==> config.mk <==
export PLATFORM = sky130hd
export DESIGN_NAME = melodyPlayer
export DESIGN_NICKNAME = d
export VERILOG_FILES = /design/src/hdl/melodyPkg.sv /design/src/hdl/axiLiteRegs.sv /design/src/hdl/melodyPlayer.sv /design/src/hdl/noteRom.sv /design/src/hdl/noteSequencer.sv /design/src/hdl/toneGenerator.sv
export VERILOG_INCLUDE_DIRS = /design/src /design/src/hdl
export SDC_FILE = /design/constraint.sdc
export NUM_CORES = 1
export LEC_CHECK = 0
export ABC_AREA = 1
export BUFFER_PORTS_ARGS = -buffer_cell sky130_fd_sc_hd__buf_2
export CORE_ASPECT_RATIO = 1.25
export CORE_MARGIN = 2
export CORE_UTILIZATION = 30
export DETAILED_ROUTE_END_ITERATION = 8
export HOLD_SLACK_MARGIN = 0.02
export PLACE_DENSITY = 0.58
export SLEW_MARGIN = 20
export SYNTH_ARGS = -nofsm -noshare
export SYNTH_HDL_FRONTEND = slang
export SYNTH_SLANG_ARGS = --single-unit
==> constraint.sdc <==
create_clock -name Clock -period 2.9 [get_ports Clock]
set_input_delay 0.58 -clock Clock [delete_from_list [all_inputs] [get_ports Clock]]
set_output_delay 0.58 -clock Clock [all_outputs]
set_load 0.02 [all_outputs]
==> src/hdl/melody_consts.svh <==
`ifndef MELODY_CONSTS_SVH
`define MELODY_CONSTS_SVH

// note table geometry
`define MELODY_NOTE_COUNT 50
`define MELODY_ROM_ADDR_W 12
`define MELODY_NOTE_W 6

// register bus
`define AXIL_ADDR_W 4
`define AXIL_DATA_W 32
`define REG_CONTROL 4'h0
`define REG_STATUS 4'h4
`define REG_NOTE 4'h8
`define AXIL_RESP_OKAY 2'd0
`define AXIL_RESP_SLVERR 2'd2

`endif

==> src/hdl/melodyPkg.sv <==
`default_nettype none
`include "melody_consts.svh"

package melodyPkg;

	// one table entry, duration in the upper half
	typedef struct packed {
		logic [15:0] durationMs;
		logic [15:0] halfPeriodUs;
	} noteT;

	typedef struct packed {
		logic play;
		logic loop;
		logic [`MELODY_NOTE_W-1:0] firstNote;
		logic [`MELODY_NOTE_W-1:0] lastNote;
	} controlT;

	typedef struct packed {
		logic busy;
		logic [`MELODY_NOTE_W-1:0] noteIndex;
	} statusT;

	typedef struct packed {
		logic [`AXIL_ADDR_W-1:0] awaddr;
		logic awvalid;
		logic [`AXIL_DATA_W-1:0] wdata;
		logic [`AXIL_DATA_W/8-1:0] wstrb;
		logic wvalid;
		logic bready;
		logic [`AXIL_ADDR_W-1:0] araddr;
		logic arvalid;
		logic rready;
	} axiLiteReqT;

	typedef struct packed {
		logic awready;
		logic wready;
		logic [1:0] bresp;
		logic bvalid;
		logic arready;
		logic [`AXIL_DATA_W-1:0] rdata;
		logic [1:0] rresp;
		logic rvalid;
	} axiLiteRespT;

	typedef enum logic [1:0] {SEQ_IDLE, SEQ_FETCH, SEQ_PLAY} seqStateE;

	typedef enum logic [1:0] {
		REG_SEL_CONTROL,
		REG_SEL_STATUS,
		REG_SEL_NOTE,
		REG_SEL_NONE
	} regSelE;

endpackage

`default_nettype wire

==> src/hdl/axiLiteRegs.sv <==
`default_nettype none
`include "melody_consts.svh"

module axiLiteRegs (
	input wire logic Clock,
	input wire logic reset_i,
	input wire melodyPkg::axiLiteReqT axiReq_i,
	output melodyPkg::axiLiteRespT axiResp_o,
	input wire logic done_i,
	input wire melodyPkg::statusT status_i,
	input wire melodyPkg::noteT note_i,
	output melodyPkg::controlT control_o
);

	melodyPkg::regSelE writeSel;
	melodyPkg::regSelE readSel;
	melodyPkg::controlT nextControl;
	logic writeFire;
	logic readFire;
	logic bvalid;
	logic rvalid;
	logic [1:0] bresp;
	logic [1:0] rresp;
	logic [1:0] readResp;
	logic [`AXIL_DATA_W-1:0] rdata;
	logic [`AXIL_DATA_W-1:0] readData;
	logic [`AXIL_DATA_W-1:0] ctrlWord;

	function automatic melodyPkg::regSelE decodeAddr(input logic [`AXIL_ADDR_W-1:0] addr);
		case (addr)
			`REG_CONTROL: return melodyPkg::REG_SEL_CONTROL;
			`REG_STATUS: return melodyPkg::REG_SEL_STATUS;
			`REG_NOTE: return melodyPkg::REG_SEL_NOTE;
			default: return melodyPkg::REG_SEL_NONE;
		endcase
	endfunction

	function automatic logic [`AXIL_DATA_W-1:0] controlToWord(input melodyPkg::controlT c);
		logic [`AXIL_DATA_W-1:0] w;
		w = '0;
		w[0] = c.play;
		w[1] = c.loop;
		w[13:8] = c.firstNote;
		w[21:16] = c.lastNote;
		return w;
	endfunction

	function automatic melodyPkg::controlT wordToControl(input logic [`AXIL_DATA_W-1:0] w);
		melodyPkg::controlT c;
		c.play = w[0];
		c.loop = w[1];
		c.firstNote = w[13:8];
		c.lastNote = w[21:16];
		return c;
	endfunction

	// AW and W are taken together, one response outstanding per channel
	assign writeFire = axiReq_i.awvalid && axiReq_i.wvalid && !bvalid;
	assign readFire = axiReq_i.arvalid && !rvalid;
	assign writeSel = decodeAddr(axiReq_i.awaddr);
	assign readSel = decodeAddr(axiReq_i.araddr);

	always_comb begin
		ctrlWord = controlToWord(control_o);
		// end of range drops play before any new write lands
		if (done_i)
			ctrlWord[0] = 1'b0;
		for (int lane = 0; lane < `AXIL_DATA_W / 8; lane++) begin
			if (writeFire && writeSel == melodyPkg::REG_SEL_CONTROL && axiReq_i.wstrb[lane])
				ctrlWord[lane*8 +: 8] = axiReq_i.wdata[lane*8 +: 8];
		end
		nextControl = wordToControl(ctrlWord);
	end

	always_comb begin
		readData = '0;
		readResp = `AXIL_RESP_OKAY;
		case (readSel)
			melodyPkg::REG_SEL_CONTROL: readData = controlToWord(control_o);
			melodyPkg::REG_SEL_STATUS: begin
				readData[0] = status_i.busy;
				readData[13:8] = status_i.noteIndex;
			end
			melodyPkg::REG_SEL_NOTE: readData = note_i;
			default: readResp = `AXIL_RESP_SLVERR;
		endcase
	end

	always_ff @(posedge Clock) begin
		if (reset_i) begin
			control_o <= '0;
			bvalid <= 1'b0;
			rvalid <= 1'b0;
		end else begin
			control_o <= nextControl;
			if (writeFire)
				bvalid <= 1'b1;
			else if (axiReq_i.bready)
				bvalid <= 1'b0;
			if (readFire)
				rvalid <= 1'b1;
			else if (axiReq_i.rready)
				rvalid <= 1'b0;
		end
	end

	always_ff @(posedge Clock) begin
		if (writeFire)
			bresp <= (writeSel == melodyPkg::REG_SEL_CONTROL) ? `AXIL_RESP_OKAY : `AXIL_RESP_SLVERR;
		if (readFire) begin
			rdata <= readData;
			rresp <= readResp;
		end
	end

	always_comb begin
		axiResp_o.awready = !bvalid;
		axiResp_o.wready = !bvalid;
		axiResp_o.bresp = bresp;
		axiResp_o.bvalid = bvalid;
		axiResp_o.arready = !rvalid;
		axiResp_o.rdata = rdata;
		axiResp_o.rresp = rresp;
		axiResp_o.rvalid = rvalid;
	end

	bValidHeld: assert property (@(posedge Clock) disable iff (reset_i)
		bvalid && !axiReq_i.bready |=> bvalid);
	rValidHeld: assert property (@(posedge Clock) disable iff (reset_i)
		rvalid && !axiReq_i.rready |=> rvalid);

endmodule

`default_nettype wire

==> src/hdl/melodyPlayer.sv <==
`default_nettype none

module melodyPlayer #(
	parameter int ClocksPerUs = 50,
	parameter int UsPerMs = 1000
) (
	input wire logic Clock,
	input wire logic reset_i,
	input wire melodyPkg::axiLiteReqT axiReq_i,
	output melodyPkg::axiLiteRespT axiResp_o,
	output logic tone_o
);

	melodyPkg::controlT control;
	melodyPkg::statusT status;
	melodyPkg::noteT note;
	logic done;
	logic playing;
	logic noteStart;
	logic usTick;

	axiLiteRegs regs (
		.Clock(Clock),
		.reset_i(reset_i),
		.axiReq_i(axiReq_i),
		.axiResp_o(axiResp_o),
		.done_i(done),
		.status_i(status),
		.note_i(note),
		.control_o(control)
	);

	noteSequencer #(
		.ClocksPerUs(ClocksPerUs),
		.UsPerMs(UsPerMs)
	) sequencer (
		.Clock(Clock),
		.reset_i(reset_i),
		.control_i(control),
		.done_o(done),
		.status_o(status),
		.note_o(note),
		.playing_o(playing),
		.noteStart_o(noteStart),
		.usTick_o(usTick)
	);

	toneGenerator tone (
		.Clock(Clock),
		.reset_i(reset_i),
		.note_i(note),
		.playing_i(playing),
		.noteStart_i(noteStart),
		.usTick_i(usTick),
		.tone_o(tone_o)
	);

endmodule

`default_nettype wire

==> src/hdl/noteRom.sv <==
`default_nettype none
`include "melody_consts.svh"

module noteRom (
	input wire logic Clock,
	input wire logic reset_i,
	input wire logic ReadEnable_i,
	input wire logic [`MELODY_ROM_ADDR_W-1:0] Address_i,
	output logic [7:0] Data_o
);

	logic [31:0] noteWord;
	logic [1:0] byteSel;

	// each entry is {durationMs, halfPeriodUs}, read out high byte first
	always_comb begin
		case (Address_i[`MELODY_ROM_ADDR_W-1:2])
			10'd0: noteWord = 32'h01F4_0470;
			10'd1: noteWord = 32'h01F4_0470;
			10'd2: noteWord = 32'h01F4_0470;
			10'd3: noteWord = 32'h01F4_0597;
			10'd4: noteWord = 32'h007D_03BB;
			10'd5: noteWord = 32'h01F4_0470;
			10'd6: noteWord = 32'h01F4_0597;
			10'd7: noteWord = 32'h007D_03BB;
			10'd8: noteWord = 32'h03E8_0470;
			10'd9: noteWord = 32'h01F4_02F6;
			10'd10: noteWord = 32'h01F4_02F6;
			10'd11: noteWord = 32'h01F4_02F6;
			10'd12: noteWord = 32'h01F4_02CB;
			10'd13: noteWord = 32'h007D_03BB;
			10'd14: noteWord = 32'h01F4_04B3;
			10'd15: noteWord = 32'h01F4_0597;
			10'd16: noteWord = 32'h007D_03BB;
			10'd17: noteWord = 32'h03E8_0470;
			// second phrase
			10'd18: noteWord = 32'h01F4_0238;
			10'd19: noteWord = 32'h01F4_0470;
			10'd20: noteWord = 32'h007D_0470;
			10'd21: noteWord = 32'h01F4_0238;
			10'd22: noteWord = 32'h01F4_0259;
			10'd23: noteWord = 32'h007D_027D;
			10'd24: noteWord = 32'h007D_02A3;
			10'd25: noteWord = 32'h007D_02CB;
			10'd26: noteWord = 32'h01F4_02A3;
			10'd27: noteWord = 32'h00FA_0430;
			10'd28: noteWord = 32'h01F4_0323;
			10'd29: noteWord = 32'h01F4_0353;
			10'd30: noteWord = 32'h007D_0385;
			10'd31: noteWord = 32'h007D_03BB;
			10'd32: noteWord = 32'h007D_03F4;
			10'd33: noteWord = 32'h01F4_03BB;
			10'd34: noteWord = 32'h00FA_0597;
			10'd35: noteWord = 32'h01F4_04B3;
			10'd36: noteWord = 32'h01F4_0597;
			10'd37: noteWord = 32'h007D_04B3;
			10'd38: noteWord = 32'h01F4_03BB;
			10'd39: noteWord = 32'h01F4_0470;
			10'd40: noteWord = 32'h007D_03BB;
			10'd41: noteWord = 32'h03E8_02F6;
			10'd42: noteWord = 32'h01F4_0238;
			10'd43: noteWord = 32'h01F4_0470;
			10'd44: noteWord = 32'h007D_0470;
			10'd45: noteWord = 32'h01F4_0238;
			10'd46: noteWord = 32'h01F4_0259;
			10'd47: noteWord = 32'h007D_027D;
			10'd48: noteWord = 32'h007D_02A3;
			10'd49: noteWord = 32'h007D_02CB;
			default: noteWord = 32'h0000_0000;
		endcase
	end

	// byte 0 sits in the top lane
	assign byteSel = ~Address_i[1:0];

	always_ff @(posedge Clock) begin
		if (reset_i)
			Data_o <= 8'h00;
		else if (ReadEnable_i)
			Data_o <= noteWord[{byteSel, 3'b000} +: 8];
	end

endmodule

`default_nettype wire

==> src/hdl/noteSequencer.sv <==
`default_nettype none
`include "melody_consts.svh"

module noteSequencer #(
	parameter int ClocksPerUs = 50,
	parameter int UsPerMs = 1000
) (
	input wire logic Clock,
	input wire logic reset_i,
	input wire melodyPkg::controlT control_i,
	output logic done_o,
	output melodyPkg::statusT status_o,
	output melodyPkg::noteT note_o,
	output logic playing_o,
	output logic noteStart_o,
	output logic usTick_o
);

	localparam int UsCntW = $clog2(ClocksPerUs + 1);
	localparam int MsCntW = $clog2(UsPerMs + 1);

	melodyPkg::seqStateE state;
	logic [`MELODY_NOTE_W-1:0] noteIndex;
	logic [`MELODY_NOTE_W-1:0] nextIndex;
	logic [`MELODY_NOTE_W-1:0] startIndex;
	logic [2:0] fetchCnt;
	logic [23:0] fetchShift;
	logic romReadEnable;
	logic [`MELODY_ROM_ADDR_W-1:0] romAddr;
	logic [7:0] romData;
	logic [UsCntW-1:0] usCnt;
	logic [MsCntW-1:0] msCnt;
	logic [15:0] msLeft;
	logic msTick;
	logic noteEnd;
	logic lastInRange;

	noteRom rom (
		.Clock(Clock),
		.reset_i(reset_i),
		.ReadEnable_i(romReadEnable),
		.Address_i(romAddr),
		.Data_o(romData)
	);

	// out-of-table first index falls back to note 0
	assign startIndex = (control_i.firstNote < `MELODY_NOTE_COUNT) ? control_i.firstNote : '0;
	assign nextIndex = (noteIndex == `MELODY_NOTE_COUNT - 1) ? '0 : noteIndex + 1'b1;
	assign lastInRange = (noteIndex == control_i.lastNote);

	assign romReadEnable = (state == melodyPkg::SEQ_FETCH) && !fetchCnt[2];
	assign romAddr = {{(`MELODY_ROM_ADDR_W - `MELODY_NOTE_W - 2){1'b0}}, noteIndex, fetchCnt[1:0]};

	// timebase restarts with each note
	assign usTick_o = (state == melodyPkg::SEQ_PLAY) && (usCnt == UsCntW'(ClocksPerUs - 1));
	assign msTick = usTick_o && (msCnt == MsCntW'(UsPerMs - 1));
	assign noteEnd = msTick && (msLeft == 16'd1);
	assign done_o = noteEnd && lastInRange && !control_i.loop;

	assign playing_o = (state == melodyPkg::SEQ_PLAY);
	assign status_o.busy = (state != melodyPkg::SEQ_IDLE);
	assign status_o.noteIndex = noteIndex;

	always_ff @(posedge Clock) begin
		if (reset_i) begin
			state <= melodyPkg::SEQ_IDLE;
			noteIndex <= '0;
			fetchCnt <= '0;
			noteStart_o <= 1'b0;
			note_o <= '0;
			usCnt <= '0;
			msCnt <= '0;
			msLeft <= '0;
		end else begin
			noteStart_o <= 1'b0;
			if (!control_i.play) begin
				state <= melodyPkg::SEQ_IDLE;
			end else begin
				case (state)
					melodyPkg::SEQ_IDLE: begin
						state <= melodyPkg::SEQ_FETCH;
						noteIndex <= startIndex;
						fetchCnt <= '0;
					end
					melodyPkg::SEQ_FETCH: begin
						fetchCnt <= fetchCnt + 3'd1;
						// last byte is on the ROM output now
						if (fetchCnt == 3'd4) begin
							state <= melodyPkg::SEQ_PLAY;
							noteStart_o <= 1'b1;
							note_o <= {fetchShift, romData};
							usCnt <= '0;
							msCnt <= '0;
							msLeft <= fetchShift[23:8];
						end
					end
					melodyPkg::SEQ_PLAY: begin
						usCnt <= usTick_o ? '0 : usCnt + 1'b1;
						if (usTick_o)
							msCnt <= msTick ? '0 : msCnt + 1'b1;
						if (msTick)
							msLeft <= msLeft - 16'd1;
						if (noteEnd) begin
							if (lastInRange && !control_i.loop) begin
								state <= melodyPkg::SEQ_IDLE;
							end else begin
								state <= melodyPkg::SEQ_FETCH;
								fetchCnt <= '0;
								noteIndex <= lastInRange ? startIndex : nextIndex;
							end
						end
					end
					default: state <= melodyPkg::SEQ_IDLE;
				endcase
			end
		end
	end

	// bytes arrive high first
	always_ff @(posedge Clock) begin
		if (state == melodyPkg::SEQ_FETCH)
			fetchShift <= {fetchShift[15:0], romData};
	end

	romAddrInTable: assert property (@(posedge Clock) disable iff (reset_i)
		romReadEnable |-> romAddr < 4 * `MELODY_NOTE_COUNT);

endmodule

`default_nettype wire

==> src/hdl/toneGenerator.sv <==
`default_nettype none

module toneGenerator (
	input wire logic Clock,
	input wire logic reset_i,
	input wire melodyPkg::noteT note_i,
	input wire logic playing_i,
	input wire logic noteStart_i,
	input wire logic usTick_i,
	output logic tone_o
);

	logic [15:0] halfCnt;
	logic [15:0] remaining;
	logic toneBase;

	// a new note restarts the half period from low
	always_comb begin
		remaining = noteStart_i ? note_i.halfPeriodUs : halfCnt;
		toneBase = noteStart_i ? 1'b0 : tone_o;
	end

	always_ff @(posedge Clock) begin
		if (reset_i || !playing_i) begin
			halfCnt <= '0;
			tone_o <= 1'b0;
		end else if (usTick_i && remaining <= 16'd1) begin
			halfCnt <= note_i.halfPeriodUs;
			tone_o <= ~toneBase;
		end else begin
			halfCnt <= usTick_i ? remaining - 16'd1 : remaining;
			tone_o <= toneBase;
		end
	end

	toneLowWhenIdle: assert property (@(posedge Clock) disable iff (reset_i)
		!playing_i |=> !tone_o);

endmodule

`default_nettype wire

==> metrics.txt <==
clk buf depth=2; sequential share of the synthesized area=between 40% and 50%; top cells by area, synth=dfxtp_1 (28%), edfxtp_1 (18%), nand2_1 (12%); Setup Slack @ Placement=-38.1 ps; Antenna diodes=0; dominant cell type by area after synthesis=dfxtp_1; hold depth=3; Cells after Synth=1325; fin util=between 30% and 40%; Switch Pwr=1.19 mW; Die X=167 um; hold path startpoint=axiReq_i[24]; gr usage total=between 15 and 20%; sequential share of power=52.9%; setup ws final=189 ps; Final Max Slew Viols=0; CTS Buf Count=17; DRT iter0 DRCs=approximately 570; Crit path top cell by count=nand2_1; Final Hold Viols=0; total power=5.36 mW; number of global-route vias before repair=about 9000; CORE AREA=approximately 33000 sq um; area post-placement=approximately 11000 sq um; CP startpoint kind=register; Mapped Area=~10000 sq um; Async S/R FF share, synth=0%; Hold Crit Class=primary input to register; worst skew pair latency=about 440 ps; Antenna Violating Nets Remaining=0; maximum VDD drop=about 0.35 mV; Max-cap violations=0; vias per cell=around 4.8; Yosys cell types=just over 50; dpl hpwl=between 20000 and 25000 um; Yosys warning count=0; Synth Area per Inst=7.51 sq um; Sw Share=between 20% and 30%; Synth Register Bits=between 150 and 200; Post-synth EDFFs=58; status=finished clean; Clk pin slew, worst setup/hold paths=~70 ps; power density over the cells=between 400 and 500 nW/um^2; period utilization=slightly above 90%; Die H=~210 um; count of buffers from port buffering=71; fin area=~12000 sq um; Leakage=between 5 and 6 nW; P&R area growth vs syn=21.9%; DR DRC count=0; R2R depth=20; Sink Count=195; Clock Skew=between 10 and 15 ps; gpl congestion=0.913; Worst Setup SP=sequencer.msCnt[1]; first-pass GRT wire length=45300 um; htree depth=4; GR Overflow Total=0; Worst path slowest cell=dfxtp_1; area fraction of the dominant cell type after synthesis=~28%; Req. time, crit path=around 3200 ps; power share of the combinational group=just under 4%; CTS tree=done; top_reg_cell synth=dfxtp_1; First-pass DRT Iterations=5; via count=9152; Max Clock Freq=about 370 MHz; Crit Path Class=register to register; crit-path cells=ha_1 -> inv_1 -> nor2_1 -> nand3_1 -> nor2_2 -> nand2_1 -> nand2_4 -> nand3_4 -> inv_2 -> nand2_1 -> nand2_2 -> nand2_4 -> buf_4 -> ha_1 -> nand2_2 -> clkinvlp_4 -> o21ai_2 -> nand2_1 -> nand2_1 -> nand3b_1; crit path time final=2710 ps; Layout Nets=between 1500 and 2000; most numerous cell in the Yosys netlist=nand2_1; clock share of power=43.2%; layout cells sized above 1=19.4%; largest net degree at the start of global routing=between 40 and 50; P_int=roughly 4.2 mW; die area=34600 sq um; CP peak stage delay=~340 ps; setup violators final=0; I/O Pins=between 90 and 100; CP max FO=6; starting density of the core=a little under a third; worst r2r src=sequencer.msCnt[1]; critical path capture point type=register; root buffer cell=clkbuf_16; cell row count=74; Least-Margin Pin Slew=approximately 640 ps; CP arrival=approximately 3000 ps; relative slew slack=57.4%; most frequent cells after synthesis=nand2_1 (305), nor2_1 (146), inv_1 (142), dfxtp_1 (137), o21ai_0 (121); initial antenna violation count=0; RSZ-0062 raised after global routing=true; Routed wire per std cell=~15 um; Setup TNS=0 ps; hold buffers post-CTS=0; Post-Route WL=~28000 um
## power by group through the flow
stage	logic (mW)	registers (mW)	clock network, mW
final	0.207	2.84	2.31
after CTS	0.208	2.84	2.36
after global placement	0.206	2.90	0
after floorplan	0.0933	2.93	0
after global routing	0.227	2.84	2.46
after detailed placement	0.208	2.90	0
## logic make-up after synthesis
kind of cell	synth area share (%)
simple gates	26.3
compound gates	14.8
buf+inv	8.59
flops	45.1
xor+xnor	2.47
fa+ha+maj	2.64
other cells	0.0377
mux	0.101
## cell usage in the layout, fill, tap and decap left out, types with 4 or more instances in the layout
cell type,synthesis,layout
o211ai_1,13,13
nand2_2,10,12
xor2_1,18,18
nand4_1,13,13
o21ai_1,9,8
o22ai_1,9,9
o21ai_0,121,121
dfxtp_2,0,4
clkbuf_16,0,18
nor3_1,10,10
inv_1,142,138
clkinv_4,0,4
a21oi_1,87,85
a31oi_1,5,5
buf_4,9,110
inv_2,12,14
nand3_1,79,74
nand3_2,4,9
xnor2_1,10,10
dfxtp_1,137,132
ha_1,21,20
nor2_1,146,139
nand2_4,1,6
edfxtp_1,58,58
nor4_1,6,6
buf_2,8,71
o221ai_1,5,5
nor2_2,5,12
nand2_1,305,298
nor2_4,10,10
and3_1,4,4
## per-layer routing
| metal | GRT usage [%] | share of wire, % | vias up |
|---|---|---|---|
| met5 | 0 | 0 | - |
| li1 | - | - | 4654 |
| met1 | 18.9 | 42 | 4281 |
| met3 | 1.98 | 3.1 | 32 |
| met4 | 5.08 | 1.9 | 0 |
| met2 | 30.1 | 53 | 185 |
## registers in the layout, summed over array words and instances (netlist names), 3 cells and up
register	cells
regs.rdata	32
sequencer.note_o	32
sequencer.fetchShift	24
sequencer.rom.noteWord	20
sequencer.msLeft	16
tone.halfCnt	16
regs.control_o	14
sequencer.msCnt	10
sequencer.rom.Data_o	8
sequencer.noteIndex	6
sequencer.usCnt	6
sequencer.fetchCnt	3
## what timing repair did
item                                    in CTS  in global routing
pin swaps                                    0                 10
setup buffers                                0                  4
cloned                                       0                  1
endpoints found under the setup margin       7                 19
resized for setup                            1                 35
## worst max-delay path: cells and delay by family, from the launching register on
kind / cells / cell delay [ps]
flip-flops: 1 / 340
AND/OR/NAND/NOR: 13 / 1240
adder cells (fa/ha/maj): 2 / 350
AO/OA/AOI/OAI: 1 / 160
buffers and inverters: 4 / 490
## worst paths after layout
kind	endpoint	slack [ps]
setup / recovery	sequencer.rom.noteWord[16]	190
hold / removal	regs.control_o[10]	400
setup reg to reg	sequencer.rom.noteWord[16]	190
hold reg to reg	sequencer.note_o[23]	450
## through the flow
step	std cells	hold WS [ps]
3_3_place_gp	1869	429
6_report	1906	403
3_5_place_dp	1869	434
5_1_grt	1906	446
4_1_cts	1901	395
2_1_floorplan	1326	420
## area by class of cell
cell class | instances | area [sq um]
Clock buffer | 23 | 480
Clock inverter | 9 | 95.1
Fill cell | 3401 | 20600
Inverter | 156 | 589
Multi-Input combinational cell | 922 | 4730
Sequential cell | 195 | 4490
Tap cell | 418 | 523
Timing Repair Buffer | 183 | 1220
(Power assumes the default switching activity.)
